$ cat src/include/axi2per_settings.svh
// AXI to peripheral bridge widths

`ifndef AXI2PER_SETTINGS_SVH
`define AXI2PER_SETTINGS_SVH

// AXI slave port
`define AXI_ADDR_WIDTH 32
`define AXI_DATA_WIDTH 64
`define AXI_STRB_WIDTH 8
`define AXI_ID_WIDTH 3

// Peripheral bus, one 32-bit word per transfer
`define PER_ADDR_WIDTH 32
`define PER_DATA_WIDTH 32
`define PER_BE_WIDTH 4

// Cluster identification
`define CLUSTER_ID_WIDTH 6

// Address span of one cluster
// Subtracted per cluster id before a request reaches the peripherals
`define CLUSTER_ADDR_STRIDE 32'h0040_0000

`endif

$ cat src/source/axi2per_pkg.sv
// AXI to peripheral bridge types

package axi2per_pkg;

  `include "axi2per_settings.svh"

  // AXI vectors
  typedef logic [`AXI_ADDR_WIDTH-1:0] axi_addr_t;
  typedef logic [`AXI_DATA_WIDTH-1:0] axi_data_t;
  typedef logic [`AXI_STRB_WIDTH-1:0] axi_strb_t;
  typedef logic [`AXI_ID_WIDTH-1:0]   axi_id_t;
  typedef logic [1:0]                 axi_resp_t;

  // Peripheral vectors
  typedef logic [`PER_ADDR_WIDTH-1:0] per_addr_t;
  typedef logic [`PER_DATA_WIDTH-1:0] per_data_t;
  typedef logic [`PER_BE_WIDTH-1:0]   per_be_t;

  typedef logic [`CLUSTER_ID_WIDTH-1:0] cluster_id_t;

  localparam axi_resp_t RESP_OKAY   = 2'b00;
  localparam axi_resp_t RESP_SLVERR = 2'b10;

  // AXI channel payloads, single beat only
  typedef struct packed {
    axi_addr_t addr;
    axi_id_t   id;
  } aw_chan_t;

  typedef struct packed {
    axi_addr_t addr;
    axi_id_t   id;
  } ar_chan_t;

  typedef struct packed {
    axi_data_t data;
    axi_strb_t strb;
    logic      last;
  } w_chan_t;

  typedef struct packed {
    axi_data_t data;
    axi_id_t   id;
    axi_resp_t resp;
    logic      last;
  } r_chan_t;

  typedef struct packed {
    axi_id_t   id;
    axi_resp_t resp;
  } b_chan_t;

  // Peripheral request, we is active low
  typedef struct packed {
    per_addr_t add;
    logic      we;
    per_data_t wdata;
    per_be_t   be;
  } per_req_t;

  // Peripheral response, opc set means error
  typedef struct packed {
    per_data_t rdata;
    logic      opc;
  } per_resp_t;

  // Outstanding transaction, handed to the response channel
  typedef struct packed {
    logic      we;
    axi_id_t   id;
    axi_addr_t add;
  } trans_t;

  // Request channel states
  typedef enum logic {
    Idle,
    Pending
  } req_state_e;

endpackage

$ cat src/source/axi2per_req_channel.sv
// Bridge request channel

`timescale 1ns/100ps
`include "axi2per_settings.svh"

module axi2per_req_channel
  import axi2per_pkg::*;
(
  input  logic        clk_i,
  input  logic        rst_ni,

  input  cluster_id_t cluster_id_i,

  // Write address
  input  logic        aw_valid_i,
  input  aw_chan_t    aw_i,
  output logic        aw_ready_o,

  // Read address
  input  logic        ar_valid_i,
  input  ar_chan_t    ar_i,
  output logic        ar_ready_o,

  // Write data
  input  logic        w_valid_i,
  input  w_chan_t     w_i,
  output logic        w_ready_o,

  // Peripheral request
  output logic        per_req_o,
  output per_req_t    per_req_data_o,
  input  logic        per_gnt_i,

  // To and from the response channel
  output logic        trans_valid_o,
  output trans_t      trans_o,
  input  logic        trans_done_i,

  output logic        busy_o
);

  req_state_e state_d, state_q;

  logic       rd_sel;
  logic       wr_sel;
  axi_addr_t  sel_addr;
  per_addr_t  cluster_base;

  // Read wins over a waiting write
  assign rd_sel = (state_q == Idle) && ar_valid_i;
  assign wr_sel = (state_q == Idle) && !ar_valid_i && aw_valid_i && w_valid_i;

  assign sel_addr = rd_sel ? ar_i.addr : aw_i.addr;

  // Base address of this cluster in the global map
  assign cluster_base = per_addr_t'(`CLUSTER_ADDR_STRIDE) * per_addr_t'(cluster_id_i);

  always_ff @(posedge clk_i, negedge rst_ni) begin
    if (!rst_ni) begin
      state_q <= Idle;
    end else begin
      state_q <= state_d;
    end
  end

  always_comb begin
    state_d = state_q;
    case (state_q)
      Idle: begin
        if (trans_valid_o) begin
          state_d = Pending;
        end
      end
      Pending: begin
        // Response channel has closed the transaction
        if (trans_done_i) begin
          state_d = Idle;
        end
      end
      default: begin
        state_d = Idle;
      end
    endcase
  end

  // Peripheral request payload
  always_comb begin
    per_req_data_o    = '0;
    per_req_data_o.we = 1'b1;
    if (rd_sel) begin
      per_req_data_o.add = sel_addr - cluster_base;
    end else if (wr_sel) begin
      per_req_data_o.add = sel_addr - cluster_base;
      per_req_data_o.we  = 1'b0;
      // Pick the 32-bit lane from address bit 2
      if (aw_i.addr[2]) begin
        per_req_data_o.wdata = w_i.data[63:32];
        per_req_data_o.be    = w_i.strb[7:4];
      end else begin
        per_req_data_o.wdata = w_i.data[31:0];
        per_req_data_o.be    = w_i.strb[3:0];
      end
    end
  end

  assign per_req_o = rd_sel || wr_sel;

  // AXI handshakes complete on the grant cycle
  assign ar_ready_o = rd_sel && per_gnt_i;
  assign aw_ready_o = wr_sel && per_gnt_i;
  assign w_ready_o  = wr_sel && per_gnt_i;

  assign trans_valid_o = per_req_o && per_gnt_i;

  // Record keeps the unmodified AXI address
  always_comb begin
    trans_o     = '0;
    trans_o.we  = rd_sel;
    trans_o.id  = rd_sel ? ar_i.id : aw_i.id;
    trans_o.add = sel_addr;
  end

  assign busy_o = (state_q == Pending);

endmodule

$ cat src/source/axi2per_res_channel.sv
// Bridge response channel

`timescale 1ns/100ps

module axi2per_res_channel
  import axi2per_pkg::*;
(
  input  logic      clk_i,
  input  logic      rst_ni,

  // Transaction record from the request channel
  input  logic      trans_valid_i,
  input  trans_t    trans_i,

  // Peripheral response, one cycle after the grant
  input  logic      per_r_valid_i,
  input  per_resp_t per_resp_i,

  // Read data
  output logic      r_valid_o,
  output r_chan_t   r_o,
  input  logic      r_ready_i,

  // Write response
  output logic      b_valid_o,
  output b_chan_t   b_o,
  input  logic      b_ready_i,

  // Pulses when the R or B beat has been taken
  output logic      trans_done_o
);

  trans_t    trans_q;
  r_chan_t   r_q;
  b_chan_t   b_q;
  logic      r_valid_q;
  logic      b_valid_q;
  axi_resp_t resp;

  logic      r_hs;
  logic      b_hs;

  assign resp = per_resp_i.opc ? RESP_SLVERR : RESP_OKAY;

  assign r_hs = r_valid_q && r_ready_i;
  assign b_hs = b_valid_q && b_ready_i;

  // Record of the one outstanding transaction
  always_ff @(posedge clk_i) begin
    if (trans_valid_i) begin
      trans_q <= trans_i;
    end
  end

  // Response payloads
  always_ff @(posedge clk_i) begin
    if (per_r_valid_i) begin
      if (trans_q.we) begin
        // Read word goes out on both lanes
        r_q.data <= {per_resp_i.rdata, per_resp_i.rdata};
        r_q.id   <= trans_q.id;
        r_q.resp <= resp;
        r_q.last <= 1'b1;
      end else begin
        b_q.id   <= trans_q.id;
        b_q.resp <= resp;
      end
    end
  end

  // Valid flags, held until the AXI side takes the beat
  always_ff @(posedge clk_i, negedge rst_ni) begin
    if (!rst_ni) begin
      r_valid_q <= 1'b0;
      b_valid_q <= 1'b0;
    end else begin
      if (per_r_valid_i && trans_q.we) begin
        r_valid_q <= 1'b1;
      end else if (r_hs) begin
        r_valid_q <= 1'b0;
      end

      if (per_r_valid_i && !trans_q.we) begin
        b_valid_q <= 1'b1;
      end else if (b_hs) begin
        b_valid_q <= 1'b0;
      end
    end
  end

  assign r_valid_o = r_valid_q;
  assign r_o       = r_q;
  assign b_valid_o = b_valid_q;
  assign b_o       = b_q;

  // Frees the request channel
  assign trans_done_o = r_hs || b_hs;

endmodule

$ cat src/source/axi2per_top.sv
// AXI to peripheral bridge

`timescale 1ns/100ps

module axi2per_top
  import axi2per_pkg::*;
(
  input  logic        clk_i,
  input  logic        rst_ni,

  input  cluster_id_t cluster_id_i,

  // AXI write address
  input  logic        aw_valid_i,
  input  aw_chan_t    aw_i,
  output logic        aw_ready_o,

  // AXI read address
  input  logic        ar_valid_i,
  input  ar_chan_t    ar_i,
  output logic        ar_ready_o,

  // AXI write data
  input  logic        w_valid_i,
  input  w_chan_t     w_i,
  output logic        w_ready_o,

  // AXI read data
  output logic        r_valid_o,
  output r_chan_t     r_o,
  input  logic        r_ready_i,

  // AXI write response
  output logic        b_valid_o,
  output b_chan_t     b_o,
  input  logic        b_ready_i,

  // Peripheral bus
  output logic        per_req_o,
  output per_req_t    per_req_data_o,
  input  logic        per_gnt_i,
  input  logic        per_r_valid_i,
  input  per_resp_t   per_resp_i,

  // High while a transaction is outstanding
  output logic        busy_o
);

  logic   trans_valid;
  trans_t trans;
  logic   trans_done;

  axi2per_req_channel i_req_channel (
    .clk_i          (clk_i),
    .rst_ni         (rst_ni),
    .cluster_id_i   (cluster_id_i),
    .aw_valid_i     (aw_valid_i),
    .aw_i           (aw_i),
    .aw_ready_o     (aw_ready_o),
    .ar_valid_i     (ar_valid_i),
    .ar_i           (ar_i),
    .ar_ready_o     (ar_ready_o),
    .w_valid_i      (w_valid_i),
    .w_i            (w_i),
    .w_ready_o      (w_ready_o),
    .per_req_o      (per_req_o),
    .per_req_data_o (per_req_data_o),
    .per_gnt_i      (per_gnt_i),
    .trans_valid_o  (trans_valid),
    .trans_o        (trans),
    .trans_done_i   (trans_done),
    .busy_o         (busy_o)
  );

  axi2per_res_channel i_res_channel (
    .clk_i          (clk_i),
    .rst_ni         (rst_ni),
    .trans_valid_i  (trans_valid),
    .trans_i        (trans),
    .per_r_valid_i  (per_r_valid_i),
    .per_resp_i     (per_resp_i),
    .r_valid_o      (r_valid_o),
    .r_o            (r_o),
    .r_ready_i      (r_ready_i),
    .b_valid_o      (b_valid_o),
    .b_o            (b_o),
    .b_ready_i      (b_ready_i),
    .trans_done_o   (trans_done)
  );

endmodule

$ cat config.mk
export PLATFORM = sky130hd
export DESIGN_NAME = axi2per_top
export DESIGN_NICKNAME = d
export VERILOG_FILES = /design/src/source/axi2per_pkg.sv /design/src/source/axi2per_req_channel.sv /design/src/source/axi2per_res_channel.sv /design/src/source/axi2per_top.sv
export VERILOG_INCLUDE_DIRS = /design/src /design/src/include
export SDC_FILE = /design/constraint.sdc
export NUM_CORES = 1
export LEC_CHECK = 0
export BUFFER_PORTS_ARGS = -buffer_cell sky130_fd_sc_hd__clkbuf_2
export CELL_PAD_IN_SITES_DETAIL_PLACEMENT = 0
export CELL_PAD_IN_SITES_GLOBAL_PLACEMENT = 2
export CORE_UTILIZATION = 18
export CTS_CLUSTER_DIAMETER = 120
export CTS_CLUSTER_SIZE = 10
export DETAILED_ROUTE_END_ITERATION = 12
export HOLD_SLACK_MARGIN = 0.05
export PLACE_DENSITY_LB_ADDON = 0.1
export SLEW_MARGIN = 30
export SYNTH_ARGS = -nofsm -noshare
export SYNTH_HDL_FRONTEND = slang
export SYNTH_SLANG_ARGS = --single-unit
$ cat constraint.sdc
create_clock -name clk_i -period 8.5 [get_ports clk_i]
set_input_delay 2.125 -clock clk_i [delete_from_list [all_inputs] [get_ports clk_i]]
set_output_delay 2.125 -clock clk_i [all_outputs]
set_load 0.01 [all_outputs]
# Word-level counts from Yosys, hierarchy flattened
# Cells that the tools add are included.
# op_classes
addsub	1
multipliers	0
div_mod_pow	0
n_lt_le_gt_ge	0
eq_ne	0
shifts	0
mux	14
bitwise	2
reduce_logical	19
# op_table
cell	count
69-bit two-way mux	1
32-bit two-way mux	2
37-bit two-way mux	1
36-bit two-way mux	1
32-bit by 28-bit subtractor with 32-bit output	1
1-bit logical AND	11
1-bit two-way mux	6
2-bit AND reduction	2
2-bit nonzero test	2
3-bit two-way mux	1
1-bit logical NOT	2
1-bit logical OR	2
2-bit two-way mux	1
1-bit NOT	2
1-bit one-hot mux with 2 select lines	1
# word_totals
reg_bits	81
latch_bits	0
mem_bits_rw	0
romBits	0
in_bits	191
word_cells	46
mem_count	0

# Depth between registers and ports, before layout
# depth
word_depth	8
depth_mapped	11
depth_no_buf	9

# Hierarchy
# A second synthesis with hierarchy kept.
# unflattened
cells_unflattened	374
hier_area_um2	3333.2
# modules_own_cells
module	n_inst	cells_each	area_per_inst_um2	seq_area_each_um2
axi2per_res_channel	1	90	1690.4	1371.3
axi2per_req_channel	1	284	1642.8	25.0

# Worst setup path after synthesis
# No wires, ideal clock.
# synth_path
path_kind	input port to output port
from	input ar_valid_i
to	output per_req_data_o[68] in the netlist's numbering
arrival_ns	4.273
path_slack_ns	2.102
cell_stages	10
n_path_buf	2
path_cell_list	nor2b_2 buf_6 buf_2 mux2_2 ha_1 o21a_1 o31a_1 o31ai_2 nand4_1 a21oi_1
# synth_rtl
item	line	text
start, declared	axi2per_top.sv:19	input logic ar_valid_i,
end, declared	axi2per_top.sv:40	output per_req_t per_req_data_o,

==> run_results.csv <==
group,metric,value,unit
die,die_h,132,um
setup_path,worstPathRequired,6.38,ns
clock_network,post_cts_resized,0,
setup_path,worst_setup_path_end_kind,"output pin",
sta,rsz0062_at_grt,"false",
route,dr.first_iter.drc_count,98,
setup_path,cp_max_fo,16,
final_layout,nNetsFinal,778,
yosys,synth.distinct_cells,38,
worst_hold_path,min_to,"i_res_channel.r_o[3]",
worst_hold_path,hold_class,"reg2reg",
clock_network,cts.clk_slew.worst_paths,0.06,ns
clock_network,htreeDepth,2,
place,port_buffers,337,
yosys,synth_edf_count,44,
place,post-place-ws,1.67,ns
yosys,yosysSeqAreaShare,45.7,%
run_status,status,"completed",
route,dr.pass1.iters,4,
yosys,async_flop_share,6.38,%
setup_path,start_kind,"primary input",
pwr,leakage,2.64,nW
die,dieArea,17500,um^2
clock_network,cts_buffers,5,
yosys,synth_fa_ha_area_share,3.11,%
place,dp_hpwl,10.2,mm
die,floorplan.initialDensity,18.4,%
sta,clock.fmax,148,MHz
yosys,synth_compound_area_share,10.4,%
setup_path,r2r_cells,3,
grt,antenna_found_initial,0,
route,postRouteAntennaNets,0,
sta,relSlewSlack,56.7,%
yosys,synth_common_cells,"nor2_1 (47), edfxtp_1 (44), mux2i_1 (42), buf_4 (36), a22o_1 (22)",
pwr,vdd_drop_max,113,uV
yosys,ys.flop_type,"edfxtp_1",
yosys,post-synth-top-area-fraction,43.2,%
die,rows,47,
clock_network,cts_sinks,47,
sta,finalSetupViolations,0,
yosys,yosysWarnings,0,
yosys,synth_top_family_by_area,"multiplexers",
sta,setup_ws,1.73,ns
yosys,syn_inst,281,
job,cap_violations,0,
pwr,p_per_area,146,nW/um^2
grt,grt_usage,13.1,%
setup_path,reg2reg_slack,6.79,ns
clock_network,clock_latency,0.29,ns
grt,overflow,0,
die,die_w,132,um
sta,hold_viol,0,
sta,slew_viol_final,0,
grt,grt_pass1_wl,17.6,mm
route,via_count,3167,
yosys,synth_xor_area_share,1.15,%
place,gp_congestion,0.739,
clock_network,cts_tree,"built",
final_layout,areaGrowthSynthToFinish,59.0,%
pwr,finalPower,712,uW
sta,finalCriticalPeriod,6.77,ns
sta,fin_skew,0.00478,ns
worst_hold_path,hold_depth,0,
clock_network,ctsHoldBuffers,0,
clock_network,cts-root-buf,"clkbuf_16",
route,viasPerCell,3.95,
final_layout,fill_cells,1825,
sta,fin_crit_sh,79.6,%
die,ios,342,
final_layout,multi_input_area,1290,um^2
clock_network,post_cts_buffers,0,
yosys,synth_area_leaders,"edfxtp_1 (43%), mux2i_1 (14%), buf_4 (8.8%)",
sta,tightest_slew,0.649,ns
yosys,muxShareOfSynthArea,16.7,%
yosys,ys_ff_latch,47,
route,wirelength,11.8,mm
route,drc,0,
yosys,synth_most_common_cell,"nor2_1",
yosys,netlist_area,3060,um^2
yosys,synth_area_leader_cell,"edfxtp_1",
place,place_inst,793,
final_layout,regArea,1400,um^2
yosys,synth-simple-area-share,10.3,%
sta,setup_tns,0,ns
die,fp.coreArea,16600,um^2
worst_hold_path,min-delay-start,"i_res_channel.trans_q[32]",
setup_path,r2r_end,"i_res_channel.trans_q[33]",
setup_path,arrival,4.64,ns
grt,grt_pass1_vias,3185,
setup_path,crit_type,"in2out",
setup_path,regToRegStartpoint,"i_req_channel.busy_o",
yosys,syn_avg_cell_area,10.9,um^2
route,wl_per_cell,14.8,um
grt,grt_max_degree,38,
final_layout,stdcell_count,801,
final_layout,drive_gt1_share,62.3,%
clock_network,clk_path_buf_depth,2,
final_layout,n_antenna_cell,0,
## worst max-delay path, stage by stage
cell      delay, ns
clkbuf_2       0.12
nor2b_4        0.47
mux2_2         0.41
ha_1           0.26
nor2b_1        0.14
o31a_1         0.28
o31ai_2        0.37
nand4_1        0.14
a21oi_1        0.17
clkbuf_2       0.15
## kinds of logic after synthesis
kind of cell    after synthesis
simple gates                 70
buf+inv                      61
flops                        47
other cells                   2
mux                          50
compound gates               40
xor+xnor                      4
fa+ha+maj                     7
## power breakdown
| group | switching, mW | internal, mW |
|---|---|---|
| Combinational | 0.129 | 0.114 |
| Clock | 0.0790 | 0.109 |
| Sequential | 0.00906 | 0.272 |
## worst max path at each step
stage	startpoint	end	slack, ns	cells past startpoint
2_1_floorplan	ar_valid_i	per_req_data_o[68]	2.10	10
3_3_place_gp	ar_valid_i	per_req_data_o[68]	1.64	10
3_5_place_dp	ar_valid_i	per_req_data_o[68]	1.67	10
4_1_cts	ar_valid_i	per_req_data_o[68]	1.65	10
5_1_grt	ar_valid_i	per_req_data_o[68]	1.49	10
6_report	ar_valid_i	per_req_data_o[68]	1.73	10
## routing by layer
layer	vias up	GRT usage [%]	wire [um]
li1	1557	-	-
met1	1401	12.8	4030
met2	201	26.7	6640
met3	8	3.42	1040
met4	0	3.26	112
met5	-	0	0
## area by class of cell
type	count	area share, %
flip-flops and latches	47	28.7
repair buffers	341	35.3
multi-input cells	174	26.5
inverters	11	0.849
well taps	220	5.66
clock buffers	6	2.65
clock inverters	2	0.283
## per-stage QoR
step                      instance area (um^2)  hold slack [ns]  util [%]
after detailed placement                  4720            0.439      28.5
final                                     4860            0.449      29.3
after CTS                                 4860            0.455      29.3
after floorplan                           3060            0.421         -
after global placement                    4720            0.433      28.5
after global routing                      4860            0.471      29.3
## placed cells by master, fill, tap and decap left out, drive strengths merged, types with 5 or more instances in the layout
cell type,instances
mux2i,42
nor2,47
ha,6
inv,11
edfxtp,44
clkbuf,343
a22o,22
a21oi,5
nand2,6
mux2,8
## sequential cells by signal, summed over array words and instances, names as in the netlist
name,flops
i_res_channel.trans_q,4
i_res_channel.r_valid_o,1
i_res_channel.b_o,4
i_req_channel.busy_o,1
i_res_channel.r_o,36
i_res_channel.b_valid_o,1
Note: power is estimated with default switching activity, not from simulation.
